File: config.mk
export PLATFORM = sky130hd
export DESIGN_NAME = mips_regfile
export DESIGN_NICKNAME = d
export VERILOG_FILES = /design/src/hdl/mips_regfile.sv
export SDC_FILE = /design/constraint.sdc
export NUM_CORES = 2
export LEC_CHECK = 0
export BUFFER_PORTS_ARGS = -buffer_cell sky130_fd_sc_hd__buf_4
export CAP_MARGIN = 10
export CORE_ASPECT_RATIO = 1.75
export CORE_MARGIN = 5
export CORE_UTILIZATION = 57
export DETAILED_ROUTE_END_ITERATION = 8
export PLACE_DENSITY = 0.77
export SETUP_SLACK_MARGIN = 0.1
export SLEW_MARGIN = 25
export SYNTH_ARGS = -nofsm -noshare
export SYNTH_HDL_FRONTEND = slang
export SYNTH_SLANG_ARGS = --single-unit
File: constraint.sdc
create_clock -name clk -period 1.3 [get_ports clk]
set_input_delay 0.065 -clock clk [delete_from_list [all_inputs] [get_ports clk]]
set_output_delay 0.065 -clock clk [all_outputs]
set_load 0.02 [all_outputs]
File: src/hdl/mips_regfile.sv
`timescale 1ns/1ps

module mips_regfile (
    input  logic        clk,
    input  logic        arst_n,
    input  logic        clk_enable,
    input  logic        write_enable,
    input  logic [4:0]  rs_index,
    input  logic [4:0]  rt_index,
    input  logic [4:0]  rd_index,
    input  logic [31:0] write_data,
    output logic [31:0] rs_data,
    output logic [31:0] rt_data,
    output logic [31:0] register_v0
);

    logic [31:0] regs [32];

    // Register 0 is cleared on reset and never written, so it reads 0
    always_ff @(posedge clk or negedge arst_n) begin
        if (!arst_n) begin
            for (int i = 0; i < 32; i++) begin
                regs[i] <= 32'b0;
            end
        end else if (clk_enable && write_enable && (rd_index != 5'd0)) begin
            regs[rd_index] <= write_data;
        end
    end

    assign rs_data     = regs[rs_index];
    assign rt_data     = regs[rt_index];
    assign register_v0 = regs[2];

endmodule

# After elaboration in Yosys (flattened, before gate mapping)
# Index checks and enable logic that the tools add are counted.
dict set report op_classes {
  n_lt_le_gt_ge 4
  bitwise_logic 3
  n_reduce_logical 4
  muxes 9
}
# operator n
set ops {}
lappend ops {{$bwmux W1024} 1}
lappend ops {{$bmux W32 S5} 2}
lappend ops {{$demux W32 S5} 1}
lappend ops {{$mux W32} 5}
lappend ops {{$ge A6 B6 Y1 const B} 3}
lappend ops {{$not A5 Y6} 3}
lappend ops {{$lt A6 B1 Y1 const B} 1}
lappend ops {{$reduce_bool A5 Y1} 1}
lappend ops {{$logic_and A1 B1 Y1} 3}
dict set report totals {
  word_cells 52
  ff_bits 1024
  out_inout_bits 96
}

# Logic depth before layout (Yosys ltp)
dict set report depth {
  ltp_word 6
  ltp_mapped 8
  mapped_depth_nobuf 5
}

# Worst setup path after synthesis
# No wires, ideal clock.
dict set report synth_timing {
  kind {input port to flip-flop}
  start {input port rd_index[1]}
  end {register regs[100] (netlist bit)}
  required_time_ns 1.175
  arrival_ns 1.410
  cell_stages 5
  path_slack_ns -0.235
  path_cell_list {buf_2 -> or3b_4 -> nor2_1 -> buf_4 -> mux2_2}
}
dict set report synth_via {
  elab_chain_len 6
  elab_cells_between_ends 9
}
# item line
set synth_lines {}
lappend synth_lines {{start: declaration} 10} ;# input logic [4:0] rd_index,
lappend synth_lines {{$not A5 Y6 (not written as such)} 26} ;# regs[rd_index] <= write_data;
lappend synth_lines {{$ge A6 B6 Y1 (not written as such) or $lt A6 B1 Y1 (tied branches)} 26}
lappend synth_lines {{$logic_and A1 B1 Y1 (not written as such)} 26}
lappend synth_lines {{$mux W32 (not written as such)} 26}
lappend synth_lines {{$demux W32 S5} 26}
lappend synth_lines {{$bwmux W1024} 26}
lappend synth_lines {{end signal: indexed assignment} 26}
lappend synth_lines {{end: declaration} 17} ;# logic [31:0] regs [32];
# Several ways; a longest one is shown, not always the timed one.
# A chain may end at the register's enable or synchronous reset.

# Final worst setup path
dict set report layout_timing {
  start {register regs (netlist bit register_v0[9])}
  end {output port rs_data[9]}
}
dict set report layout_via {
  elab_chain_len 3
}
# item line
set layout_lines {}
lappend layout_lines {{$bmux W32 S5} 30} ;# assign rs_data = regs[rs_index];
lappend layout_lines {{$mux W32 (not written as such) (2 in series)} 30}
lappend layout_lines {{end: declaration} 12} ;# output logic [31:0] rs_data,
# No other way between the ends. The select of a mux whose other input is x is not followed.

==> impl_results.md <==
* Vias in the first global route at 44830
* Port Buffers at 146
* TritonCTS buffer count at 95
* Relative slew margins at 70.44%
* Antenna Nets Post-Route at 0
* Clk buf depth at 3
* Die area at about 100000 sq um
* Final critical-path share of the clock period at 181.8%
* DRC Markers at 0
* Die H at ~420 um
* Boundary Pins at 147
* Die Wd at 246.4 um
* Dpl cells at 6186
* Worst Skew at 0 ns
* Final cell count without fillers at roughly 6400
* Final setup fails at 96
* Synthesis-to-finish area growth at 22.45%
* Ranking of synthesized cells by area: dfrtp_1 46%, mux2_2 20%, mux2i_1 18%
* First-pass GRT wire length at 281.3 mm
* Unrepaired setup endpoints after global routing: yes
* DPL Wire Length at 125.3 mm
* Tot GR Track Use at 35.39%
* Fin crit period at 2.364 ns
* Worst Setup Slack, final at -1.064 ns
* TritonRoute pass-1 iters at 7
* Post-synthesis net count at roughly 4700
* Crit-path most repeated cell: buf_6
* Largest net degree at the start of global routing at 74
* Crit. End Element: primary output
* Crit path DAT at about 2.3 ns
* CTS sink cnt at 1024
* Syn Inst Count at ~4600
* Core Region at 96920 sq um
* Post-Route WL at 189.3 mm
* Clock transition at path regs at 0.07 ns
* Hold Path Class: primary input to register
* Crit Path Category: register to primary output
* Avg WL per Cell at 29.47 um
* Row count at between 150 and 200
* Crit start category: register
* Initial antenna violation count at 8
* Most common cell after layout, fill and taps aside: dfrtp_1
* Leak at 33.16 nW
* Fin. Hold Viols at 0
* CTS tree: yes
* Clock root buffer: clkbuf_16
* Register area share after synthesis at 45.97%
* Post-DR vias/cell at 6.695
* Max Fclk at 423.1 MHz
* Vias at ~43000
* Failing checks: negative setup slack
* Final Wtd Congestion at 0.9418
* Most frequent cells in the layout: 1019 x dfrtp_1, 1015 x mux2i_1, 975 x mux2_2
* Cell chain of the critical path: mux2i_1 > a22o_1 > nor3_2 > a31oi_2 > nand3_2 > buf_6 > buf_6
* Max VDD drop at 1.136 mV
* Initial drt markers at 4391
* Setup TNS at -61.22 ns
* Area share of the leading cell type in the synthesized netlist at 45.97%
* DP Worst Slack at -0.7363 ns
* Max-slew violation count at 0
* Cell area after synthesis at 55740 sq um
* Nets at between 5000 and 6000
* Yosys warning count at 0
* H-tree depth at 3
* CP max stage delay at 0.40 ns
* Clock Latency Late Sink at 0.72 ns
* Avg Inst Size Synth at 12.00 sq um
* CP Data Required Time at 1.24 ns
* Synth cell types at 31
* Crit-path slowest cell: dfrtp_1
* Cell Pwr Density at 1279 nW/um^2
* CP Max Fanout at 3
* Synth area leader: dfrtp_1
* Share of post-route cells with drive strength above 1 at approximately 41%
* Grt ovf at 0
* Worst-Margin Slew at 0.4433 ns
* Flops & latches, synth at 1024
* Status: complete, but fails checks
* Initial Utilization at 57.52%
* Max-Cap Viols at 0
## worst max-delay path, delay by kind of cell (launching register included)
family | cells | cell delay [ns]
AOI/OAI and AO/OA | 2 | 0.47
muxes | 1 | 0.16
and+or+nand+nor | 2 | 0.24
DFF | 1 | 0.40
buffers and inverters | 2 | 0.30
## cells by family (layout without fill, tap and decap cells)
group / after synthesis / in the layout / synth area share, %
AOI/OAI and AO/OA: 576 / 576 / 7.039
and+or+nand+nor: 518 / 518 / 4.274
DFF: 1024 / 1024 / 45.97
other: 0 / 8 / 0
muxes: 2016 / 2016 / 38.43
buffers and inverters: 512 / 979 / 4.294
## report_power, final
group	switching, W	internal (W)	total (W)
Clock	0.0131	0.0170	0.0301
Combinational	0.00866	0.00909	0.0178
Sequential	0.00346	0.0359	0.0394
Total	0.0253	0.0620	0.0873
## area by class of cell
cell class | instances | area (sq um)
clock inverter | 48 | 574.3
timing repair buffer | 801 | 8738
fill | 6529 | 28660
inverter | 1 | 3.754
sequential | 1024 | 25630
antenna | 8 | 20.02
multi-input combinational | 3110 | 28900
tap | 1300 | 1627
clock buffer | 129 | 2768
## sequential cells by signal (all words and copies together), names as in the netlist
name,cells
regs,992
register_v0,32
## Yosys cell counts
library cell / n
buf_6: 7
dfrtp_1: 1024
a31oi_1: 64
or2_2: 2
clkbuf_1: 240
nand2b_1: 5
inv_1: 1
a22oi_1: 192
buf_1: 21
buf_4: 46
mux2_1: 17
nor3_2: 1
and2_1: 3
nor2b_1: 5
nor3b_2: 1
nand3_1: 197
nor2_1: 27
mux2_2: 975
buf_2: 197
nand2_1: 200
or3b_4: 1
nor4_2: 1
a22o_1: 128
nand2b_4: 2
or2_1: 4
mux2i_1: 1024
nand3b_1: 1
nor2_2: 1
nor3_1: 65
nand4_1: 2
a21oi_1: 192
## repair_timing
item | CTS | global route
endpoints found under the setup margin | 96 | 161
buffers inserted | 22 | 24
hold buffers | 36 | 0
gates resized for setup | 219 | 87
pin swaps | 127 | 117
endpoints found under the hold margin | 2016 | 0
## final timing paths
kind,startpoint,endpoint,slack [ns],cells after the start
max reg2reg,register_v0[28],register_v0[28],0.16,3
max in group asynchronous,arst_n,regs[919],0.58,3
min in group asynchronous,arst_n,regs[423],0.05,3
min,rd_index[0],regs[631],0.02,4
min reg2reg,regs[1022],regs[1022],0.41,0
max,register_v0[9],rs_data[9],-1.06,7
## through the flow
step | util (%) | power, W | hold WS [ns] | cell area (sq um)
final | 70.43 | 0.08730 | 0.02303 | 68260
after floorplan | - | 0.04935 | -0.2306 | 56200
after global routing | 70.41 | 0.09030 | 0.02798 | 68240
after detailed placement | 65.06 | 0.05609 | -0.05199 | 63060
after global placement | 65.06 | 0.05531 | -0.05630 | 63060
after CTS | 69.96 | 0.08682 | -0.02180 | 67810
## routing by layer
metal | track usage (%) | part of all wire, %
met5 | 0 | 0.022
met4 | 23.43 | 8.1
met3 | 7.929 | 8.0
met2 | 57.46 | 48
met1 | 42.12 | 36
Power figures use the tool's default switching activity.
