==> config.mk <==
export PLATFORM = sky130hd
export DESIGN_NAME = mips_alu_control
export DESIGN_NICKNAME = d
export VERILOG_FILES = /design/src/hdl/mips_pkg.sv /design/src/hdl/mips_alu_control.sv
export SDC_FILE = /design/constraint.sdc
export NUM_CORES = 1
export LEC_CHECK = 0
export BUFFER_PORTS_ARGS = -buffer_cell sky130_fd_sc_hd__clkbuf_2
export CORE_AREA = 2 2 39 41
export DETAILED_ROUTE_END_ITERATION = 8
export DIE_AREA = 0 0 41 43
export SLEW_MARGIN = 20
export SYNTH_ARGS = -nofsm -noshare
export SYNTH_HDL_FRONTEND = slang
export SYNTH_SLANG_ARGS = --single-unit
==> constraint.sdc <==
create_clock -name vclk -period 1.1
set_input_delay 0.11 -clock vclk [all_inputs]
set_output_delay 0.11 -clock vclk [all_outputs]
set_load 0.005 [all_outputs]
==> src/hdl/mips_pkg.sv <==
package mips_pkg;

    // Reset vector for the instruction fetch, in the boot ROM segment
    localparam logic [31:0] reset_vector = 32'hBFC00000;

    typedef enum logic [5:0] {
        OP_SPECIAL = 6'h00,
        OP_J       = 6'h02,
        OP_JAL     = 6'h03,
        OP_BEQ     = 6'h04,
        OP_BNE     = 6'h05,
        OP_ADDIU   = 6'h09,
        OP_SLTI    = 6'h0a,
        OP_SLTIU   = 6'h0b,
        OP_ANDI    = 6'h0c,
        OP_ORI     = 6'h0d,
        OP_XORI    = 6'h0e,
        OP_LUI     = 6'h0f,
        OP_LW      = 6'h23,
        OP_SW      = 6'h2b
    } opcode_e;

    // Function field of SPECIAL instructions
    typedef enum logic [5:0] {
        FN_SLL   = 6'h00,
        FN_SRL   = 6'h02,
        FN_SRA   = 6'h03,
        FN_JR    = 6'h08,
        FN_JALR  = 6'h09,
        FN_MFHI  = 6'h10,
        FN_MFLO  = 6'h12,
        FN_MULT  = 6'h18,
        FN_MULTU = 6'h19,
        FN_DIV   = 6'h1a,
        FN_DIVU  = 6'h1b,
        FN_ADDU  = 6'h21,
        FN_SUBU  = 6'h23,
        FN_AND   = 6'h24,
        FN_OR    = 6'h25,
        FN_XOR   = 6'h26,
        FN_NOR   = 6'h27,
        FN_SLT   = 6'h2a,
        FN_SLTU  = 6'h2b
    } funct_e;

    typedef enum logic [1:0] {CLS_ADD, CLS_SUB, CLS_FUNCT, CLS_IMM} alu_class_e;

    typedef enum logic [3:0] {
        ALU_ADD, ALU_SUB, ALU_AND, ALU_OR, ALU_XOR, ALU_NOR,
        ALU_SLT, ALU_SLTU, ALU_SLL, ALU_SRL, ALU_SRA, ALU_LUI
    } alu_op_e;

    typedef enum logic [2:0] {MD_NONE, MD_MULT, MD_MULTU, MD_DIV, MD_DIVU} muldiv_op_e;

    typedef enum logic [2:0] {WB_ALU, WB_MEM, WB_LINK, WB_HI, WB_LO} wb_sel_e;

    // One instruction word, seen as R, I or J format
    typedef union packed {
        struct packed {
            logic [5:0] opcode;
            logic [4:0] rs;
            logic [4:0] rt;
            logic [4:0] rd;
            logic [4:0] shamt;
            logic [5:0] funct;
        } r;
        struct packed {
            logic [5:0]  opcode;
            logic [4:0]  rs;
            logic [4:0]  rt;
            logic [15:0] imm;
        } i;
        struct packed {
            logic [5:0]  opcode;
            logic [25:0] target;
        } j;
    } mips_instr_t;

endpackage
==> src/hdl/mips_alu_control.sv <==
`timescale 1ns/1ps

module mips_alu_control (
    input  mips_pkg::alu_class_e  alu_class,
    input  mips_pkg::mips_instr_t instr,
    output mips_pkg::alu_op_e     alu_op,
    output logic                  shift_var
);
    import mips_pkg::*;

    // Variable shifts (sllv, srlv, srav) sit in funct 04..07
    assign shift_var = (alu_class == CLS_FUNCT) && (instr.r.funct[5:2] == 4'b0001);

    always_comb begin
        alu_op = ALU_ADD;
        case (alu_class)
            CLS_ADD: alu_op = ALU_ADD;
            CLS_SUB: alu_op = ALU_SUB;
            CLS_FUNCT: begin
                case (instr.r.funct)
                    FN_SUBU: alu_op = ALU_SUB;
                    FN_AND:  alu_op = ALU_AND;
                    FN_OR:   alu_op = ALU_OR;
                    FN_XOR:  alu_op = ALU_XOR;
                    FN_NOR:  alu_op = ALU_NOR;
                    FN_SLT:  alu_op = ALU_SLT;
                    FN_SLTU: alu_op = ALU_SLTU;
                    FN_SLL:  alu_op = ALU_SLL;
                    FN_SRL:  alu_op = ALU_SRL;
                    FN_SRA:  alu_op = ALU_SRA;
                    default: alu_op = ALU_ADD;
                endcase
            end
            CLS_IMM: begin
                case (instr.i.opcode)
                    OP_ANDI:  alu_op = ALU_AND;
                    OP_ORI:   alu_op = ALU_OR;
                    OP_XORI:  alu_op = ALU_XOR;
                    OP_SLTI:  alu_op = ALU_SLT;
                    OP_SLTIU: alu_op = ALU_SLTU;
                    OP_LUI:   alu_op = ALU_LUI;
                    default:  alu_op = ALU_ADD;
                endcase
            end
            default: alu_op = ALU_ADD;
        endcase
    end

endmodule

After elaboration in Yosys (flattened, before gate mapping)

Cells that the tools add are included.
Widths: inputs -> output; s select.

Flip-flop bits (word level): 0
Input port bits: 34
Output and inout port bits: 5
Word-level logic and storage cells: 25

Eq/ne operators: 19
Mux-type cells: 3
Reduce and logical (&&, ||, !) cells: 3

Operators by type and width:

| cell               | number |
|---|---|
| $eq 6x6->1 const B | 7 |
| $pmux 4 s10        | 1 |
| $eq 6x4->1 const B | 6 |
| $pmux 4 s6         | 1 |
| $pmux 4 s4         | 1 |
| $eq 6x2->1 const B | 2 |
| $logic_not 6->1    | 1 |
| $eq 2x2->1 const B | 2 |
| $eq 4x1->1 const B | 1 |
| $eq 2x1->1 const B | 1 |
| $logic_not 2->1    | 1 |
| $logic_and 1x1->1  | 1 |

Logic depth before layout (Yosys ltp)

Word-level depth: 3
Mapped depth: 5
Mapped depth without buffers: 4

Worst setup path after synthesis

OpenSTA, ideal clock, no wires.

Kind: input port to output port
From: in instr[3] in the netlist's numbering
To: out alu_op[3]
Arrival: 0.934 ns
Setup slack: 0.056 ns
Cell stages on the path: 4
Buffers on the path: 1
Cell sequence: buf_6 > or3_4 > a2111oi_4 > o21a_1

Longest elaborated chain between the ends: 3
Elaborated cells on any way between the ends: 12

RTL lines:

| item                               | line                   | RTL |
|---|---|---|
| start: declaration                 | mips_alu_control.sv:5  | `input mips_pkg::mips_instr_t instr,` |
| $eq 6x2->1 (tied with other cells) | mips_alu_control.sv:20 | `case (instr.r.funct)` |
| $pmux 4 s10 (*)                    | mips_alu_control.sv:20 |  |
| $pmux 4 s4 (*)                     | mips_alu_control.sv:16 | `case (alu_class)` |
| end: declaration                   | mips_alu_control.sv:6  | `output mips_pkg::alu_op_e alu_op,` |

Every way passes the cells marked *; elsewhere a longest branch is shown, timed or not.

Worst setup path in the final report

From: in alu_class[0]
To: out alu_op[3]

Longest elaborated chain between the ends: 2
Elaborated cells on any way between the ends: 5

RTL lines:

| item                               | line                   | RTL |
|---|---|---|
| start: declaration                 | mips_alu_control.sv:4  | `input mips_pkg::alu_class_e alu_class,` |
| $eq 2x2->1 (tied with other cells) | mips_alu_control.sv:16 |  |
| $pmux 4 s4 (*)                     | mips_alu_control.sv:16 |  |

Marked as above.

==> results by group <==
Power and ir drop
  – Net load switching power: 0.0000662 W
  – Leakage: between 0.2 and 0.25 nW
  – Ratio of total power to cell area: 309 nW/um^2
  – Peak supply drop: between 100 and 150 uV
  – Flop pwr share: 0
  – Internal: 0.0000865 W
  – Switching share of power: 0.433
  – Tot Pwr: roughly 0.00015 W
  – Clock network power share: 0
  – Combinational Power Share: 1.000

Run
  – Max Cap Viol: 0

Critical path
  – Crit start category: input port
  – CP peak stage delay: roughly 390 ps
  – Crit Path Category: in -> out
  – Critical-path maximum fanout: 3
  – CP required: 990 ps
  – Cell Chain, Critical Path: buf_8, or3_4, a2111oi_4, o21a_1, clkbuf_2
  – Critical Path AT: around 1000 ps
  – Slowest CP cell: or3_4
  – Setup crit end kind: primary output

Route
  – Max Used Layer: met3
  – Detail-routed net length per standard cell: between 9 and 10 um
  – DR vias: 375
  – Drt first pass iters: 4
  – Via/cell ratio: 4.63
  – DR iter-0 viols: 3
  – DR WL met2: 365 um
  – Post-DRT Antenna Nets: 0
  – DRC Markers: 0
  – Final wirelength: 773 um
  – Met1 Wirelength: about 330 um
  – Met3 routed WL: 74 um

Min path
  – Hold path depth: 4
  – Worst min path class: in -> out
  – Hold Path End: alu_op[2]
  – Hold Path Origin: instr[27]

Layout
  – N_diodes: 0
  – FF+latch count: 0
  – Fin util: 0.357
  – Synthesis-to-layout area growth: 89.0%
  – CLK BUF: 0
  – Layout fillers: 145
  – Ratio of cells with drive above 1 in the final layout: 0.569
  – Register area: 0 um^2
  – Multi-input logic area: 262 um^2
  – Final nets: 101
  – Non-filler instance count after layout: 81

STA
  – Tmin final: 1150 ps
  – Setup_tns: -82.1 ps
  – Tightest Pin Transition: ~280 ps
  – Setup ws final: -48.0 ps
  – Slew HR: 0.814
  – Fmax: ~0.87 GHz
  – Max Transition Viols Final: 0
  – Final period util: 1.04
  – RSZ-0062 raised after global routing: yes
  – Hold Vio Cnt, Final: 0
  – # setup viols final: 3

Synthesis
  – Netlist cell types: 21
  – Post-synth top area cell: a2111oi_4
  – Syn_area_per_cell: about 6.7 um^2
  – YS warnings: 0
  – Synth area leaders: a2111oi_4 (11%), nand2_1 (7.2%), o22ai_1 (7.2%)
  – Synth Cell Area: about 260 um^2
  – Synth Instances: 39
  – Sequential fraction of the synthesis area: 0
  – Cell with the most instances after synthesis: nand2_1
  – Syn nets: 73
  – Top-area cell type share of the netlist area: 0.105

Die
  – Std-Cell Rows: 14
  – Io pins: 39
  – Core area: 1380 um^2
  – Die width: 41 um
  – Starting Density: 0.189
  – Die ar.: 1760 um^2
  – Die H: approximately 43 um

Placement
  – Placed Cells: 80
  – Routability congestion estimate: 0.730
  – IO Port Bufs: 19
  – Pre-CTS WS: -86.5 ps
  – Post-detail-place hpwl: 634 um

GRT
  – Largest net degree at the start of global routing: 7
  – Global-route wire length before repair: 1150 um
  – Antenna violations before repair: 0
  – GRT Resource Usage Total: 0.0839
  – GR Overflow Total: 0
  – Vias in the first global route: 312

Run status
  – Status: finished with violations
  – Failing checks: negative setup slack

Clocking
  – Cts hold-fix bufs: 0
area by class of cell:
class	instances	area share
well taps	16	0.0405
inverters	3	0.0228
multi-input cells	34	0.529
repair buffers	28	0.408
per-layer routing:
metal,global-route usage,up-vias
met5,0,-
li1,-,200
met1,0.127,160
met3,0.00524,0
met4,0,0
met2,0.134,15
worst max path at each step:
stage,start,end,slack (ps),depth (start not counted)
floorplan,instr[3],alu_op[3],60,4
global placement,alu_class[0],alu_op[3],-80,5
detailed placement,alu_class[0],alu_op[3],-90,5
CTS,alu_class[0],alu_op[3],-70,5
global route,alu_class[0],alu_op[3],-100,5
finish,alu_class[0],alu_op[3],-50,5
layout by cell type, fill, tap and decap left out, types with 3 or more instances in the layout:
cell / n
buf_4: 8
nand3_1: 3
clkbuf_2: 14
nand2_1: 3
inv_1: 3
power groups by stage:
| stage | Clock (W) | Sequential [W] | Combinational, W |
|---|---|---|---|
| 5_1_grt | 0 | 0 | 0.000166 |
| 6_report | 0 | 0 | 0.000153 |
| 3_3_place_gp | 0 | 0 | 0.000123 |
| 3_5_place_dp | 0 | 0 | 0.000124 |
| 2_1_floorplan | 0 | 0 | 0.0000567 |
| 4_1_cts | 0 | 0 | 0.000134 |
worst max-delay path: cells and delay by family:
| family | cells | cell delay [ps] |
|---|---|---|
| buf+inv | 2 | 200 |
| simple gates | 1 | 390 |
| compound gates | 2 | 340 |
cell families (layout without fill, tap and decap cells):
| logic type | after synthesis | count (layout) | synth area share |
|---|---|---|---|
| simple gates | 17 | 17 | 0.383 |
| compound gates | 16 | 16 | 0.478 |
| buf+inv | 5 | 31 | 0.105 |
| xor+xnor | 1 | 1 | 0.0335 |
through the flow:
step,area (um^2),hold slack [ps]
after floorplan,262,310
after global placement,420,575
after CTS,445,569
final,494,575
after global routing,494,582
after detailed placement,420,565
repair_timing:
| action | in CTS | in global routing |
|---|---|---|
| endpoints found under the setup margin | 5 | 5 |
| pin swaps | 4 | 4 |
| gates resized for setup | 4 | 16 |
| buffers inserted | 0 | 1 |
Note: power is estimated with default switching activity, not from simulation.
