**config.mk**
```make
export PLATFORM = sky130hd
export DESIGN_NAME = mips_pc
export DESIGN_NICKNAME = d
export VERILOG_FILES = /design/src/hdl/mips_pkg.sv /design/src/hdl/mips_pc.sv
export SDC_FILE = /design/constraint.sdc
export NUM_CORES = 1
export LEC_CHECK = 0
export BUFFER_PORTS_ARGS = -buffer_cell sky130_fd_sc_hd__buf_2
export CORE_MARGIN = 2
export CORE_UTILIZATION = 53
export CTS_CLUSTER_DIAMETER = 100
export DETAILED_ROUTE_END_ITERATION = 7
export PLACE_DENSITY = 0.79
export SLEW_MARGIN = 40
export SYNTH_ARGS = -nofsm -noshare
export SYNTH_HDL_FRONTEND = slang
export SYNTH_SLANG_ARGS = --single-unit
```
**constraint.sdc**
```tcl
create_clock -name clk -period 4.8 [get_ports clk]
set_input_delay 0.72 -clock clk [delete_from_list [all_inputs] [get_ports clk]]
set_output_delay 0.72 -clock clk [all_outputs]
set_load 0.1 [all_outputs]
```
**src/hdl/mips_pkg.sv**
```systemverilog
package mips_pkg;

    // Reset vector for the instruction fetch, in the boot ROM segment
    localparam logic [31:0] reset_vector = 32'hBFC00000;

    typedef enum logic [5:0] {
        OP_SPECIAL = 6'h00,
        OP_J       = 6'h02,
        OP_JAL     = 6'h03,
        OP_BEQ     = 6'h04,
        OP_BNE     = 6'h05,
        OP_ADDIU   = 6'h09,
        OP_SLTI    = 6'h0a,
        OP_SLTIU   = 6'h0b,
        OP_ANDI    = 6'h0c,
        OP_ORI     = 6'h0d,
        OP_XORI    = 6'h0e,
        OP_LUI     = 6'h0f,
        OP_LW      = 6'h23,
        OP_SW      = 6'h2b
    } opcode_e;

    // Function field of SPECIAL instructions
    typedef enum logic [5:0] {
        FN_SLL   = 6'h00,
        FN_SRL   = 6'h02,
        FN_SRA   = 6'h03,
        FN_JR    = 6'h08,
        FN_JALR  = 6'h09,
        FN_MFHI  = 6'h10,
        FN_MFLO  = 6'h12,
        FN_MULT  = 6'h18,
        FN_MULTU = 6'h19,
        FN_DIV   = 6'h1a,
        FN_DIVU  = 6'h1b,
        FN_ADDU  = 6'h21,
        FN_SUBU  = 6'h23,
        FN_AND   = 6'h24,
        FN_OR    = 6'h25,
        FN_XOR   = 6'h26,
        FN_NOR   = 6'h27,
        FN_SLT   = 6'h2a,
        FN_SLTU  = 6'h2b
    } funct_e;

    typedef enum logic [1:0] {CLS_ADD, CLS_SUB, CLS_FUNCT, CLS_IMM} alu_class_e;

    typedef enum logic [3:0] {
        ALU_ADD, ALU_SUB, ALU_AND, ALU_OR, ALU_XOR, ALU_NOR,
        ALU_SLT, ALU_SLTU, ALU_SLL, ALU_SRL, ALU_SRA, ALU_LUI
    } alu_op_e;

    typedef enum logic [2:0] {MD_NONE, MD_MULT, MD_MULTU, MD_DIV, MD_DIVU} muldiv_op_e;

    typedef enum logic [2:0] {WB_ALU, WB_MEM, WB_LINK, WB_HI, WB_LO} wb_sel_e;

    // One instruction word, seen as R, I or J format
    typedef union packed {
        struct packed {
            logic [5:0] opcode;
            logic [4:0] rs;
            logic [4:0] rt;
            logic [4:0] rd;
            logic [4:0] shamt;
            logic [5:0] funct;
        } r;
        struct packed {
            logic [5:0]  opcode;
            logic [4:0]  rs;
            logic [4:0]  rt;
            logic [15:0] imm;
        } i;
        struct packed {
            logic [5:0]  opcode;
            logic [25:0] target;
        } j;
    } mips_instr_t;

endpackage
```
**src/hdl/mips_pc.sv**
```systemverilog
`timescale 1ns/1ps

module mips_pc #(
    parameter int ADDR_WIDTH = 32
) (
    input  logic                  clk,
    input  logic                  arst_n,
    input  logic                  clk_enable,
    input  mips_pkg::mips_instr_t instr,
    input  logic                  branch_taken,
    input  logic                  jump,
    input  logic                  jump_reg,
    input  logic [31:0]           rs_data,
    output logic [ADDR_WIDTH-1:0] pc,
    output logic [31:0]           link_addr,
    output logic                  active
);
    import mips_pkg::*;

    localparam logic [ADDR_WIDTH-1:0] reset_pc = reset_vector[ADDR_WIDTH-1:0];

    logic [31:0]           branch_target;
    logic [31:0]           jump_target;
    logic [ADDR_WIDTH-1:0] next_pc;

    // Targets are formed at full width, then cut to the PC width
    assign link_addr     = 32'(pc) + 32'd4;
    assign branch_target = link_addr + {{14{instr.i.imm[15]}}, instr.i.imm, 2'b00};
    assign jump_target   = {link_addr[31:28], instr.j.target, 2'b00};

    always_comb begin
        if (branch_taken) begin
            next_pc = branch_target[ADDR_WIDTH-1:0];
        end else if (jump) begin
            next_pc = jump_target[ADDR_WIDTH-1:0];
        end else if (jump_reg) begin
            next_pc = rs_data[ADDR_WIDTH-1:0];
        end else begin
            next_pc = link_addr[ADDR_WIDTH-1:0];
        end
    end

    // Halted at address 0, PC stays put
    assign active = (pc != '0);

    always_ff @(posedge clk or negedge arst_n) begin
        if (!arst_n) begin
            pc <= reset_pc;
        end else if (clk_enable && active) begin
            pc <= next_pc;
        end
    end

endmodule

```
# [Yosys cells after proc, flatten, opt, wreduce, memory -nomap -nowiden]
# Cells that the tools add are included.
[totals] regBits=32 in_bits=70 output_inout_bits=65 elab_cells=8
[classes] addsub=2 mux=3 n_reduce_logical=2
[op_table] operator="$mux W32" count=3
[op_table] operator="$add A32 B3 Y32 const B" count=1
[op_table] operator="$add A32 B32 Y32" count=1
[op_table] operator="$reduce_bool A32 Y1" count=1
[op_table] operator="$logic_and A1 B1 Y1" count=1

# [Logic depth before layout (Yosys ltp)]
[logic_depth] word_depth=4 ltp_mapped=16 depth_no_buf=16

# [Worst setup path after synthesis]
# Ideal clock, no wire load.
[synth_timing] path_kind="register to register" startpoint="register pc[2]" endpoint="register pc[31]" setup_time_ns=0.078 arrival_ns=5.910 t_required_ns=4.722 path_slack_ns=-1.188 stages_incl_launch_ff=15 path_buffers=0 synth_period_minus_slack_ns=5.988 cell_sequence="dfrtp_1 -> ha_1 -> nand2_1 -> nor2_1 -> nand2_1 -> xnor2_1 -> ha_1 -> and4_1 -> a21oi_2 -> o21ai_1 -> or4_4 -> a41oi_2 -> nor4_1 -> or4_1 -> a31o_1"
[synth_via] word_cells_on_any_way=7 classes_between="2 x add/sub; 3 x mux; 2 x reduce/logical"
[synth_rtl] element="from (decl)" line="mips_pc.sv:14" text="output logic [ADDR_WIDTH-1:0] pc,"
[synth_rtl] element="from (signal assigned)" line="mips_pc.sv:48" text="pc <= reset_pc;"
[synth_rtl] element="from (signal assigned)" line="mips_pc.sv:50" text="pc <= next_pc;"
[synth_rtl] element="$add A32 B3 Y32" line="mips_pc.sv:27" text="assign link_addr = 32'(pc) + 32'd4;"
[synth_rtl] element="net link_addr[10]" line="mips_pc.sv:15" text="output logic [31:0] link_addr,"
[synth_rtl] element="$add A32 B32 Y32" line="mips_pc.sv:28" text="assign branch_target = link_addr + {{14{instr.i.imm[15]}}, instr.i.imm, 2'b00};"
[synth_rtl] element="$mux W32" line="mips_pc.sv:32" text="if (branch_taken) begin"
# The timed path passes the listed nets, and every way through them passes these cells.
# A chain may end at the register's enable or synchronous reset.

# [Worst setup path after layout]
[layout_timing] startpoint="register pc[2]" endpoint="register pc[31]"
[layout_via] elab_chain_cells=4 word_cells_on_any_way=7 classes_between="2 x add/sub; 3 x mux; 2 x reduce/logical"
[layout_lines] element="branches (longest 4 deep; another with $add A32 B3 Y32)"
# Several ways; the timed one is not identified.

==> impl_metrics.ini <==
[power_and_ir_drop]
power_density_nw_per_um2 = 759
p_leak_nw = 2.56
ir_drop_uv = 574

[sta]
period_minus_slack_ns = 4.18
setup_violations = 0
final.setup.tns_ns = 0
hold_viol = 0
maxSlewHeadroom = 0.432
period_share = 0.871
clock.fmax_ghz = 0.239
worstMarginPinSlew_ns = 0.848
rsz0062_at_grt = no
final.setup_skew_ns = 0.00537
drv_slew = 0

[routing]
route.detailed.drc = 0
viasPerCell = 6.33
drtIter0Drc = 355
vias = 4975
firstDrtPassIters = 5
routed_wl_microns = 14400
avgRoutedWirePerCell_microns = 18.3
ant_nets = 0

[setup_path]
path_class = reg -> reg
startpoint_type = register
critical_path_required_ns = 5.04
crit_arrival_ns = 4.42
r2r_cells = 16
crit_path_max_incr_delay_ns = 0.48
path_buf_inv = 2
cp_slowest_cell = or4_1
crit_family = simple AND/OR/NAND/NOR gates
path_depth = 16
crit_fanout = 6
end_kind = register
path_cells = ha_1 > nand2_1 > nor2_1 > buf_4 > nand3_2 > nor2_1 > buf_4 > nand3_1 > xnor2_4 > ha_1 > a21oi_1 > o221ai_1 > a41oi_2 > nor4_1 > or4_1 > a31o_1

[global_routing]
grt_pass1_vias = 4579
grt_max_degree = 50
grt_usage = 0.330
antenna_found_initial = 0
grt_pass1_wl_microns = 22900
grt_overflow = 0

[floorplan]
top_level_ports = 135
dieHeight_microns = 94.3
start_util = 0.554
core-area_sq_um = 7810
die-area_sq_um = 8890
die_w_microns = 94.3
num_rows = 32

[final_layout]
largest-register = pc
drive_gt1_frac = 0.295
fin_nets = 791
diodes = 0
finalInstanceArea_sq_um = 5420
top_regs = pc: 32 flops
syn_to_final_growth_pct = 25.4
largest_register_ffs = 32

[yosys]
yosys_most_used_dff = dfrtp_1
synth_warnings = 0
syn_area_sq_um = 4320
synth_common_cells = 72 x nand2_1, 65 x o21ai_0, 37 x ha_1, 36 x nor2_1, 34 x a21oi_1
ys_seq_area_frac = 0.188
synthArstFlopShare = 1.00
yosysTopAreaCell = dfrtp_1
synth_top_area_share = 0.133
ys_seq_elements = 32
postSynthAreaPerCell_sq_um = 7.60
yosys-top-cells-area = dfrtp_1 13%, ha_1 11%, o21ai_0 7.5%
synth.distinct_cells = 70
netlist_instances = 569
synth_edf_count = 0
syn-num-nets = 677
yosysMostFrequentCell = nand2_1

[placed_design]
place_area_sq_um = 5320
port_buffers = 128
hpwl_microns = 10800
finalWeightedCongestion = 0.938

[clock_network]
cts_resized = 0
post_cts_buffers = 0
ctsHoldBuffers = 0
cts_tree = done
cts_sinks = 32
htreeDepth = 2
clkTransAtPathRegs_ns = 0.08
clock_latency_ns = 0.30
numCtsBuffers = 5
cts_buffer_depth = 2
cts_root_buf = clkbuf_8

[run]
max_cap_viol_count = 0

[min_path]
hold_class = in -> async

[outcome]
status = completed
[metal layers]
layer,share of wire,wire (microns),vias to the layer above,global-route usage
met1,0.42,6060,2333,0.442
li1,-,-,2328,-
met4,0.027,390,0,0.106
met2,0.47,6760,271,0.554
met3,0.083,1200,43,0.0425
met5,0,0,-,0
[stage by stage]
stage               power (mW)  utilization  std cells  worst slack [ns]  hold WS (ns)
finish                    4.11        0.694        786             0.618         0.368
global route              4.32        0.694        786             0.463         0.402
CTS                       4.09        0.693        786             0.670         0.526
detailed placement        3.84        0.681        778             0.708         0.542
global placement          3.80        0.681        778             0.773         0.515
floorplan                 3.28            -        569            0.0404         0.424
[worst paths after layout]
check                      startpoint      to  slack, ns
hold / removal                 arst_n   pc[2]       0.37
max in group asynchronous      arst_n  pc[22]       4.08
min in group clk                pc[1]   pc[1]       0.56
setup / recovery                pc[2]  pc[31]       0.62
hold reg to reg                 pc[1]   pc[1]       0.56
setup reg to reg                pc[2]  pc[31]       0.62
[kinds of logic after synthesis]
kind of cell | share of synthesized area
buf+inv | 0.0414
fa+ha+maj | 0.112
flops | 0.188
compound gates | 0.279
simple gates | 0.223
mux | 0.0509
xor+xnor | 0.105
[placed cells by master (no fill, tap or decap), drive strengths merged, types with 8 or more instances in the layout]
master / instances
a21o: 23
a21oi: 35
and3: 8
buf: 133
dfrtp: 23
dfstp: 9
ha: 37
inv: 16
mux2i: 22
nand2: 72
nand3: 20
nand4: 10
nor2: 37
nor3: 12
nor4: 9
o21ai: 69
xnor2: 27
xor2: 25
[where the power goes]
| part | switching, mW | total (mW) | internal [mW] |
|---|---|---|---|
| logic | 2.43 | 3.24 | 0.818 |
| registers | 0.235 | 0.631 | 0.396 |
| clock network | 0.121 | 0.237 | 0.117 |
| total | 2.78 | 4.11 | 1.33 |
[layout make-up]
| class | instances | area, sq um |
|---|---|---|
| well taps | 102 | 128 |
| flip-flops and latches | 32 | 826 |
| clock inverters | 1 | 7.51 |
| clock buffers | 7 | 86.3 |
| inverters | 17 | 63.8 |
| fillers | 705 | 2390 |
| multi-input cells | 494 | 3620 |
| repair buffers | 133 | 686 |
(Power assumes the default switching activity.)
