==> src/hdl/mips_pkg.sv <==
package mips_pkg;

    // Reset vector for the instruction fetch, in the boot ROM segment
    localparam logic [31:0] reset_vector = 32'hBFC00000;

    typedef enum logic [5:0] {
        OP_SPECIAL = 6'h00,
        OP_J       = 6'h02,
        OP_JAL     = 6'h03,
        OP_BEQ     = 6'h04,
        OP_BNE     = 6'h05,
        OP_ADDIU   = 6'h09,
        OP_SLTI    = 6'h0a,
        OP_SLTIU   = 6'h0b,
        OP_ANDI    = 6'h0c,
        OP_ORI     = 6'h0d,
        OP_XORI    = 6'h0e,
        OP_LUI     = 6'h0f,
        OP_LW      = 6'h23,
        OP_SW      = 6'h2b
    } opcode_e;

    // Function field of SPECIAL instructions
    typedef enum logic [5:0] {
        FN_SLL   = 6'h00,
        FN_SRL   = 6'h02,
        FN_SRA   = 6'h03,
        FN_JR    = 6'h08,
        FN_JALR  = 6'h09,
        FN_MFHI  = 6'h10,
        FN_MFLO  = 6'h12,
        FN_MULT  = 6'h18,
        FN_MULTU = 6'h19,
        FN_DIV   = 6'h1a,
        FN_DIVU  = 6'h1b,
        FN_ADDU  = 6'h21,
        FN_SUBU  = 6'h23,
        FN_AND   = 6'h24,
        FN_OR    = 6'h25,
        FN_XOR   = 6'h26,
        FN_NOR   = 6'h27,
        FN_SLT   = 6'h2a,
        FN_SLTU  = 6'h2b
    } funct_e;

    typedef enum logic [1:0] {CLS_ADD, CLS_SUB, CLS_FUNCT, CLS_IMM} alu_class_e;

    typedef enum logic [3:0] {
        ALU_ADD, ALU_SUB, ALU_AND, ALU_OR, ALU_XOR, ALU_NOR,
        ALU_SLT, ALU_SLTU, ALU_SLL, ALU_SRL, ALU_SRA, ALU_LUI
    } alu_op_e;

    typedef enum logic [2:0] {MD_NONE, MD_MULT, MD_MULTU, MD_DIV, MD_DIVU} muldiv_op_e;

    typedef enum logic [2:0] {WB_ALU, WB_MEM, WB_LINK, WB_HI, WB_LO} wb_sel_e;

    // One instruction word, seen as R, I or J format
    typedef union packed {
        struct packed {
            logic [5:0] opcode;
            logic [4:0] rs;
            logic [4:0] rt;
            logic [4:0] rd;
            logic [4:0] shamt;
            logic [5:0] funct;
        } r;
        struct packed {
            logic [5:0]  opcode;
            logic [4:0]  rs;
            logic [4:0]  rt;
            logic [15:0] imm;
        } i;
        struct packed {
            logic [5:0]  opcode;
            logic [25:0] target;
        } j;
    } mips_instr_t;

endpackage
==> src/hdl/mips_control.sv <==
`timescale 1ns/1ps

module mips_control (
    input  mips_pkg::mips_instr_t instr,
    output logic                  reg_dst,
    output logic                  alu_src,
    output logic                  sign_ext,
    output logic                  branch_eq,
    output logic                  branch_ne,
    output logic                  jump,
    output logic                  jump_reg,
    output logic                  mem_read,
    output logic                  mem_write,
    output logic                  reg_write,
    output logic                  link_ra,
    output mips_pkg::alu_class_e  alu_class,
    output mips_pkg::muldiv_op_e  muldiv_op,
    output mips_pkg::wb_sel_e     wb_sel
);
    import mips_pkg::*;

    always_comb begin
        // Defaults give a no-op for anything not decoded below
        reg_dst   = 1'b0;
        alu_src   = 1'b0;
        sign_ext  = 1'b0;
        branch_eq = 1'b0;
        branch_ne = 1'b0;
        jump      = 1'b0;
        jump_reg  = 1'b0;
        mem_read  = 1'b0;
        mem_write = 1'b0;
        reg_write = 1'b0;
        link_ra   = 1'b0;
        alu_class = CLS_ADD;
        muldiv_op = MD_NONE;
        wb_sel    = WB_ALU;

        case (instr.r.opcode)
            OP_SPECIAL: begin
                reg_dst   = 1'b1;
                alu_class = CLS_FUNCT;
                case (instr.r.funct)
                    FN_SLL, FN_SRL, FN_SRA, FN_ADDU, FN_SUBU, FN_AND,
                    FN_OR, FN_XOR, FN_NOR, FN_SLT, FN_SLTU: reg_write = 1'b1;
                    FN_JR:    jump_reg = 1'b1;
                    FN_JALR: begin
                        jump_reg  = 1'b1;
                        reg_write = 1'b1;
                        wb_sel    = WB_LINK;
                    end
                    FN_MFHI: begin
                        reg_write = 1'b1;
                        wb_sel    = WB_HI;
                    end
                    FN_MFLO: begin
                        reg_write = 1'b1;
                        wb_sel    = WB_LO;
                    end
                    FN_MULT:  muldiv_op = MD_MULT;
                    FN_MULTU: muldiv_op = MD_MULTU;
                    FN_DIV:   muldiv_op = MD_DIV;
                    FN_DIVU:  muldiv_op = MD_DIVU;
                    default: ;
                endcase
            end
            OP_J:   jump = 1'b1;
            OP_JAL: begin
                jump      = 1'b1;
                reg_write = 1'b1;
                link_ra   = 1'b1;
                wb_sel    = WB_LINK;
            end
            OP_BEQ: begin
                branch_eq = 1'b1;
                alu_class = CLS_SUB;
            end
            OP_BNE: begin
                branch_ne = 1'b1;
                alu_class = CLS_SUB;
            end
            OP_ADDIU: begin
                alu_src   = 1'b1;
                sign_ext  = 1'b1;
                reg_write = 1'b1;
            end
            // sltiu still sign-extends, only the compare is unsigned
            OP_SLTI, OP_SLTIU: begin
                alu_src   = 1'b1;
                sign_ext  = 1'b1;
                reg_write = 1'b1;
                alu_class = CLS_IMM;
            end
            OP_ANDI, OP_ORI, OP_XORI, OP_LUI: begin
                alu_src   = 1'b1;
                reg_write = 1'b1;
                alu_class = CLS_IMM;
            end
            OP_LW: begin
                alu_src   = 1'b1;
                sign_ext  = 1'b1;
                mem_read  = 1'b1;
                reg_write = 1'b1;
                wb_sel    = WB_MEM;
            end
            OP_SW: begin
                alu_src   = 1'b1;
                sign_ext  = 1'b1;
                mem_write = 1'b1;
            end
            default: ;
        endcase
    end

endmodule

==> config.mk <==
export PLATFORM = sky130hd
export DESIGN_NAME = mips_control
export DESIGN_NICKNAME = d
export VERILOG_FILES = /design/src/hdl/mips_pkg.sv /design/src/hdl/mips_control.sv
export SDC_FILE = /design/constraint.sdc
export NUM_CORES = 1
export LEC_CHECK = 0
export BUFFER_PORTS_ARGS = -buffer_cell sky130_fd_sc_hd__buf_2
export CORE_MARGIN = 5
export CORE_UTILIZATION = 30
export DETAILED_ROUTE_END_ITERATION = 6
export PLACE_DENSITY = 0.77
export SLEW_MARGIN = 30
export SYNTH_ARGS = -nofsm -noshare
export SYNTH_HDL_FRONTEND = slang
export SYNTH_SLANG_ARGS = --single-unit
==> constraint.sdc <==
create_clock -name vclk -period 3.1
set_clock_uncertainty 0.1 [all_clocks]
set_input_delay 0.31 -clock vclk [all_inputs]
set_output_delay 0.31 -clock vclk [all_outputs]
set_load 0.03 [all_outputs]
---- After elaboration in Yosys (flattened, before gate mapping) ----
Index checks and enable logic that the tools add are counted.
word-level totals
  output and inout bits ................... 19
  input bits .............................. 32
  logic and storage cells ................. 59
  bits in registers ....................... 0
cells by class
  muxes and demuxes ....................... 18
  equal/unequal tests ..................... 31
  reduce and logical (&&, ||, !) cells .... 10
operators with widths
  operator            number
  $eq 6x6->1 const B  10
  $eq 6x4->1 const B  9
  $eq 6x5->1 const B  6
  $eq 6x2->1 const B  4
  $pmux 3 s3          2
  $reduce_or 9->1     2
  $reduce_or 14->1    1
  $eq 6x3->1 const B  2
  $logic_not 6->1     2
  $mux 1              12
  $pmux 3 s4          1
  $pmux 2 s3          1
  $reduce_or 2->1     3
  $reduce_or 6->1     1
  $reduce_or 5->1     1
  $mux 3              1
  $pmux 1 s2          1

---- Logic depth before layout (Yosys ltp) ----
Gate-level depths: netlist of run 1.
  depth in word-level cells ............... 4
  mapped depth ............................ 5
  depth with buffers taken out ............ 4

---- Worst setup path after synthesis of run 1 ----
No wires, ideal clock.
  path type ............................... input -> output
  from .................................... in instr[29] in the netlist's numbering
  to ...................................... out muldiv_op[1]
  arrival ................................. 1.989 ns
  stages on the path ...................... 5
  buffers on the path ..................... 1
  required time ........................... 2.690 ns
  slack ................................... 0.701 ns
  cell sequence ........................... buf_6 or4_4 nor3_4 nand4b_1 nor2_1
on the way
  longest elaborated chain between the ends .. 2
ends and longest elaborated chain
  item             line                text
  from (decl)      mips_control.sv:4   input mips_pkg::mips_instr_t instr,
  $logic_not 6->1  mips_control.sv:39  case (instr.r.opcode)
  $mux 3           mips_control.sv:39
  to (decl)        mips_control.sv:17  output mips_pkg::muldiv_op_e muldiv_op,
Every way passes these cells.

---- Final worst setup path of run 1 ----
  from .................................... in instr[29] in the netlist's numbering
  to ...................................... out wb_sel[0]
on the way
  longest elaborated chain between the ends .. 2
ends and longest elaborated chain
  item                                      line                text
  $eq 6x6->1, or another cell as far along  mips_control.sv:39
  $pmux 3 s3 *                              mips_control.sv:39
  to (decl)                                 mips_control.sv:18  output mips_pkg::wb_sel_e wb_sel
Mark *: on every way between the ends. The rest lies on a longest branch, timed or not.

==> results of run 1 <==
## synth_stat cells, drive strengths merged
library cell | count | area (µm²)
clkbuf | 5 | 18.8
nand3 | 1 | 5.00
and3 | 2 | 13.8
mux2i | 2 | 20.0
or4 | 3 | 26.3
and2 | 1 | 6.26
nand3b | 1 | 7.51
and3b | 1 | 8.76
nand2 | 4 | 15.0
inv | 3 | 11.3
nor3b | 3 | 22.5
a21boi | 1 | 7.51
o311ai | 1 | 8.76
xnor2 | 1 | 8.76
o41ai | 1 | 8.76
a31o | 3 | 26.3
a21oi | 2 | 10.0
o21ai | 4 | 20.0
o211ai | 1 | 7.51
nand4b | 2 | 17.5
nor2b | 2 | 12.5
nor2 | 8 | 30.0
buf | 2 | 15.0
nor3 | 7 | 46.3
o22ai | 1 | 6.26
a211oi | 1 | 7.51
nand2b | 1 | 6.26
## per-stage QoR
step | cells | power, mW | util | hold slack (ns)
after floorplan | 64 | 0.0404 | - | 0.571
after global placement | 103 | 0.0566 | 0.421 | 0.879
after detailed placement | 103 | 0.0578 | 0.421 | 0.878
after CTS | 103 | 0.0580 | 0.421 | 0.878
after global routing | 103 | 0.0642 | 0.421 | 0.895
final | 103 | 0.0580 | 0.421 | 0.879
## cell type report
class	instances	area (µm²)
Fill cell	154	734
Multi-Input combinational cell	54	349
Timing Repair Buffer	31	155
Tap cell	15	18.8
Inverter	3	11.3
## power breakdown
part | switching, mW | internal, mW | total [mW] | leakage [nW]
Sequential | 0 | 0 | 0 | 0
Clock | 0 | 0 | 0 | 0
Combinational | 0.0369 | 0.0211 | 0.0580 | 0.274
## metal layers
metal / track usage / wire length [µm] / vias up
met2: 0.157 / 464 / 25
met4: 0 / 0 / 0
met3: 0.00391 / 150 / 0
met5: 0 / 0 / -
met1: 0.159 / 519 / 236
li1: - / - / 286
## worst paths after layout
check | endpoint | slack [ns] | cells past startpoint
worst max-delay path | wb_sel[0] | 0.91 | 6
worst min-delay path | alu_class[0] | 0.88 | 3
## cell families after synthesis
| group | Yosys count |
|---|---|
| compound gates | 15 |
| xor+xnor | 1 |
| buf+inv | 10 |
| mux | 2 |
| simple gates | 36 |
==> impl_metrics.tcl, run 1 <==
set metrics [dict create \
    drive_above_1_share 0.398 \
    design.core.area_um2 1270 \
    rows 13 \
    crit_start "instr[29]" \
    layout_common_cells "buf_2, nor2_1, nor3_1" \
    stdcell_area_um2 534 \
    nNetsFinal 122 \
    seq_cell_count 0 \
    synthSimpleGateAreaFrac 0.552 \
    report.final.slew_viol_count 0 \
    grt_remaining_overflow 0 \
    muxShareOfSynthArea 0.0508 \
    cts_hold_buf 0 \
    path_delay_family "simple AND/OR/NAND/NOR gates" \
    drc 0 \
    via_count 547 \
    port_buffers 31 \
    arrival_ns 1.78 \
    die_w_um 46.2 \
    slew_headroom 0.807 \
    drt-wirelength-per-cell_um 11.0 \
    num-clock-buffers 0 \
    synth_top_family_by_area "simple AND/OR/NAND/NOR gates" \
    setup_slack_ns 0.907 \
    hold_path_class "primary input to output pin" \
    die-area_um2 2140 \
    hp-start "instr[31]" \
    cpPeakStageDelay_ns 0.58 \
    avgSynthCellArea_um2 6.16 \
    regArea_um2 0 \
    worst_path_max_delay_cell "or4_4" \
    synth_compound_area_frac 0.260 \
    fin_crit_sh 0.707 \
    grt_max_degree 13 \
    required_ns 2.69 \
    crit_top_cell "buf_2" \
    synth-adder-area-share 0 \
    min_period_ns 2.19 \
    synth_fp_nets 96 \
    yosysWarnings 0 \
    area_growth_pct 35.6 \
    start_util 0.311 \
    synth_area_um2 394 \
    finalWirelength_um 1130 \
    die_h_um 46.2 \
    dpl_worst_slack_ns 0.919 \
    tns_ns 0 \
    synth_cell_types 32 \
    pin_count 51 \
    syn_inst 64 \
    yosysSeqAreaShare 0 \
    crit_buf_inv 2 \
    gp_congestion 0.770 \
    setup_viol 0 \
    setup.worst_path.class "primary input to output pin" \
    drt_iter0_drc 5 \
    crit_path_max_fanout 10 \
    finalHoldViolCount 0 \
    postCtsSetupBuffers 0 \
    mostFrequentLayoutCell "buf_2" \
    cp-start-kind "primary input" \
    power.density_nw_per_um2 109 \
    drtPass1Iterations 2 \
    antenna_cells 0 \
    track_usage 0.101 \
    maxCapViolCount 0 \
    synth-xor-area-share 0.0222 \
    peakVddDrop_mv 0.0561 \
    dp_hpwl_um 910 \
    tightest_slew_ns 0.286 \
    grt_pass1_wl_um 1750 \
    drtAntennaViolNets 0 \
    path_cells "buf_2, or4_4, nor3_4, and3b_1, a31o_1, buf_2" \
    dpl_cell_area_um2 534 \
    status "finished, final reports clean" \
    rsz0062_at_grt "false" \
    power_leakage_nw 0.274 \
    antenna_found_initial 0 \
    clock.fmax_mhz 456 \
    postCtsResizedCells 0 \
    endpoint_kind "output pin" \
    grt_pass1_vias 418 \
    via_per_inst 5.31 \
]
Power figures use the tool's default switching activity.
==> inputs of run 2 (changes only) <==
- PLACE_DENSITY: 0.77 -> 0.8
- clock period: 3.1 -> 2 ns (I/O delays scaled with it)
==> impl_metrics.tcl, run 2 (synthesized netlist as in run 1, its figures left out) <==
set metrics [dict create \
    power.density_nw_per_um2 165 \
    setup.worst_path.class "primary input to output pin" \
    cts_hold_buf 0 \
    regArea_um2 0 \
    tns_ns 0 \
    via_per_inst 5.30 \
    start_util 0.311 \
    stdcell_area_um2 611 \
    fin_total_pwr_mw 0.101 \
    area_growth_pct 54.9 \
    rows 13 \
    min_period_ns 1.91 \
    hold_path_class "primary input to output pin" \
    setup_viol 0 \
    peakVddDrop_mv 0.0890 \
    die-area_um2 2140 \
    drt-wirelength-per-cell_um 12.0 \
    grt_pass1_wl_um 2060 \
    num-clock-buffers 0 \
    antenna_found_initial 0 \
    drc 0 \
    via_count 578 \
    required_ns 1.70 \
    port_buffers 31 \
    dp_hpwl_um 1080 \
    seq_cell_count 0 \
    dpl_worst_slack_ns 0.0329 \
    fin_crit_sh 0.956 \
    drt_iter0_drc 5 \
    setup_slack_ns 0.0871 \
    tightest_slew_ns 0.265 \
    arrival_ns 1.61 \
    slew_headroom 0.821 \
    antenna_cells 0 \
    design.core.area_um2 1270 \
    grt_remaining_overflow 0 \
    nNetsFinal 128 \
    drtAntennaViolNets 0 \
    drive_above_1_share 0.489 \
    postCtsResizedCells 0 \
    mostFrequentLayoutCell "buf_2" \
    power_leakage_nw 0.303 \
    crit_path_max_fanout 4 \
    endpoint_kind "output pin" \
    pin_count 51 \
    maxCapViolCount 0 \
    postCtsSetupBuffers 0 \
    grt_max_degree 13 \
    status "finished, final reports clean" \
    cp-start-kind "primary input" \
    hold_slack_ns 0.696 \
    gp_congestion 0.746 \
    drtPass1Iterations 4 \
    layout_common_cells "buf_2, nor3_1, buf_4" \
    track_usage 0.120 \
    finalHoldViolCount 0 \
    finalWirelength_um 1300 \
    clock.fmax_mhz 523 \
    die_w_um 46.2 \
    dpl_cell_area_um2 608 \
    grt_pass1_vias 519 \
    die_h_um 46.2 \
    rsz0062_at_grt "false" \
    report.final.slew_viol_count 0 \
]
[run 2: report_power, final]
group	switching [mW]	internal, mW	leakage, nW
registers	0	0	0
logic	0.0624	0.0385	0.303
clock network	0	0	0
total	0.0624	0.0385	0.303
[run 2: layout make-up]
class	instances	area, µm²
Fill cell	139	658
Multi-Input combinational cell	54	378
Timing Repair Buffer	37	203
Tap cell	15	18.8
Inverter	3	11.3
[run 2: layer usage]
metal  vias up  global-route usage  part of all wire
met5         -                   0                 0
met4         0                   0                 0
met3         0             0.00391              0.11
met2        26               0.223              0.48
met1       254               0.162              0.42
li1        298                   -                 -
[run 2: worst max-delay path: stages]
cell      delay [ns]
buf_2           0.11
or4_4           0.57
nor3_4          0.17
nand4b_1        0.12
buf_4           0.17
nor2_4          0.09
clkbuf_4        0.18
[run 2: per-stage QoR]
step,std cells,util
3_3_place_gp,109,0.479
4_1_cts,109,0.479
2_1_floorplan,64,-
3_5_place_dp,109,0.479
5_1_grt,109,0.481
6_report,109,0.481
[run 2: worst paths after layout]
check / slack (ns) / start / depth (start not counted) / to
setup / recovery: 0.09 / instr[30] / 7 / muldiv_op[0]
hold / removal: 0.70 / instr[0] / 3 / muldiv_op[0]
==> inputs of run 3 (changes only) <==
==> constraint.sdc (replaced) <==
create_clock -name vclk -period 2
set_clock_uncertainty 0.1 [all_clocks]
set_input_delay 0.3 -clock vclk [all_inputs]
set_output_delay 0.3 -clock vclk [all_outputs]
set_load 0.03 [all_outputs]
==> impl_metrics.tcl, run 3 (synthesized netlist as in run 1, its figures left out) <==
set metrics [dict create \
    status "complete, but fails checks" \
    violations "setup timing" \
    finalHoldViolCount 0 \
    grt_pass1_vias 557 \
    drc 0 \
    nNetsFinal 130 \
    drt-wirelength-per-cell_um 12.1 \
    hold_slack_ns 0.912 \
    crit_top_cell "buf_6" \
    port_buffers 31 \
    arrival_ns 1.62 \
    path_cells "buf_6, or4_4, nor3_4, and3b_1, and3_4, buf_6" \
    via_per_inst 5.42 \
    crit_path_max_fanout 3 \
    start_util 0.311 \
    regArea_um2 0 \
    postCtsSetupBuffers 0 \
    grt_pass1_wl_um 2230 \
    fin_crit_sh 1.01 \
    min_to "muldiv_op[0]" \
    cts_hold_buf 0 \
    fillCellCount 129 \
    setup_slack_ns -0.0156 \
    num-clock-buffers 0 \
    maxCapViolCount 0 \
    track_usage 0.129 \
    area_growth_pct 71.7 \
    stdcell_area_um2 677 \
    min_period_ns 2.02 \
    grt_remaining_overflow 0 \
    die_h_um 46.2 \
    dp.cells 111 \
    seq_cell_count 0 \
    crit_buf_inv 2 \
    power_leakage_nw 0.320 \
    cp-start-kind "primary input" \
    slew_headroom 0.781 \
    design.core.area_um2 1270 \
    antenna_found_initial 0 \
    drtPass1Iterations 4 \
    tightest_slew_ns 0.324 \
    hold_path_class "primary input to output pin" \
    setup.worst_path.class "primary input to output pin" \
    die-area_um2 2140 \
    setup_viol 2 \
    grt_max_degree 13 \
    clock.fmax_mhz 496 \
    min_delay_path_depth 4 \
    gp_congestion 0.780 \
    worst_path_max_delay_cell "or4_4" \
    cpPeakStageDelay_ns 0.55 \
    hp-start "instr[0]" \
    power.density_nw_per_um2 157 \
    drtAntennaViolNets 0 \
    rsz0062_at_grt "true" \
    antenna_cells 0 \
    mostFrequentLayoutCell "buf_2" \
    via_count 602 \
    instances_no_fill 111 \
    drt_iter0_drc 3 \
    pin_count 51 \
    dpl_cell_area_um2 627 \
    endpoint_kind "output pin" \
    die_w_um 46.2 \
    multi_input_area_um2 382 \
    drive_above_1_share 0.510 \
    path_delay_family "simple AND/OR/NAND/NOR gates" \
    layout_common_cells "buf_2, buf_6, buf_4" \
    rows 13 \
    final_util 0.534 \
    peakVddDrop_mv 0.109 \
    report.final.slew_viol_count 0 \
    required_ns 1.60 \
    finalWirelength_um 1340 \
    dp_hpwl_um 1010 \
]
-- run 3: metal layers --
metal,up-vias,track usage,share of wire
li1,304,-,-
met1,273,0.173,0.44
met2,25,0.236,0.48
met3,0,0.00781,0.080
met4,0,0,0
met5,-,0,0
-- run 3: power breakdown --
group,leakage (nW),internal [mW],switching [mW],total (mW)
Sequential,0,0,0,0
Clock,0,0,0,0
Combinational,0.320,0.0425,0.0638,0.106
Total,0.320,0.0425,0.0638,0.106
-- run 3: metrics by stage --
stage / setup slack, ns / TNS (ns) / power (mW)
floorplan: -0.310 / -1.23 / 0.0667
detailed placement: -0.140 / -0.677 / 0.103
CTS: -0.0194 / -0.0207 / 0.105
global placement: -0.135 / -0.671 / 0.0999
global route: -0.0726 / -0.364 / 0.117
finish: -0.0156 / -0.0215 / 0.106
-- run 3: worst max-delay path by stage --
stage	startpoint	end	slack [ns]	cells past startpoint
2_1_floorplan	instr[29]	muldiv_op[0]	-0.31	5
3_3_place_gp	instr[30]	muldiv_op[0]	-0.14	7
3_5_place_dp	instr[30]	muldiv_op[0]	-0.14	7
4_1_cts	instr[29]	wb_sel[2]	-0.02	6
5_1_grt	instr[29]	wb_sel[2]	-0.07	6
6_report	instr[29]	wb_sel[2]	-0.02	6
-- run 3: worst min-delay path, cell delays in order --
cell	delay, ns
buf_2	0.08
buf_4	0.16
nor2_4	0.05
buf_6	0.12
-- run 3: timing repair --
action | CTS | global route
resized for setup | 12 | 4
gates cloned | 0 | 0
pin swaps | 6 | 1
setup endpoints to repair | 7 | 7
-- run 3: cell type report --
| cell class | instances | share of cell area |
|---|---|---|
| multi-input combinational | 54 | 0.564 |
| timing repair buffer | 39 | 0.392 |
| tap | 15 | 0.0277 |
| inverter | 3 | 0.0166 |
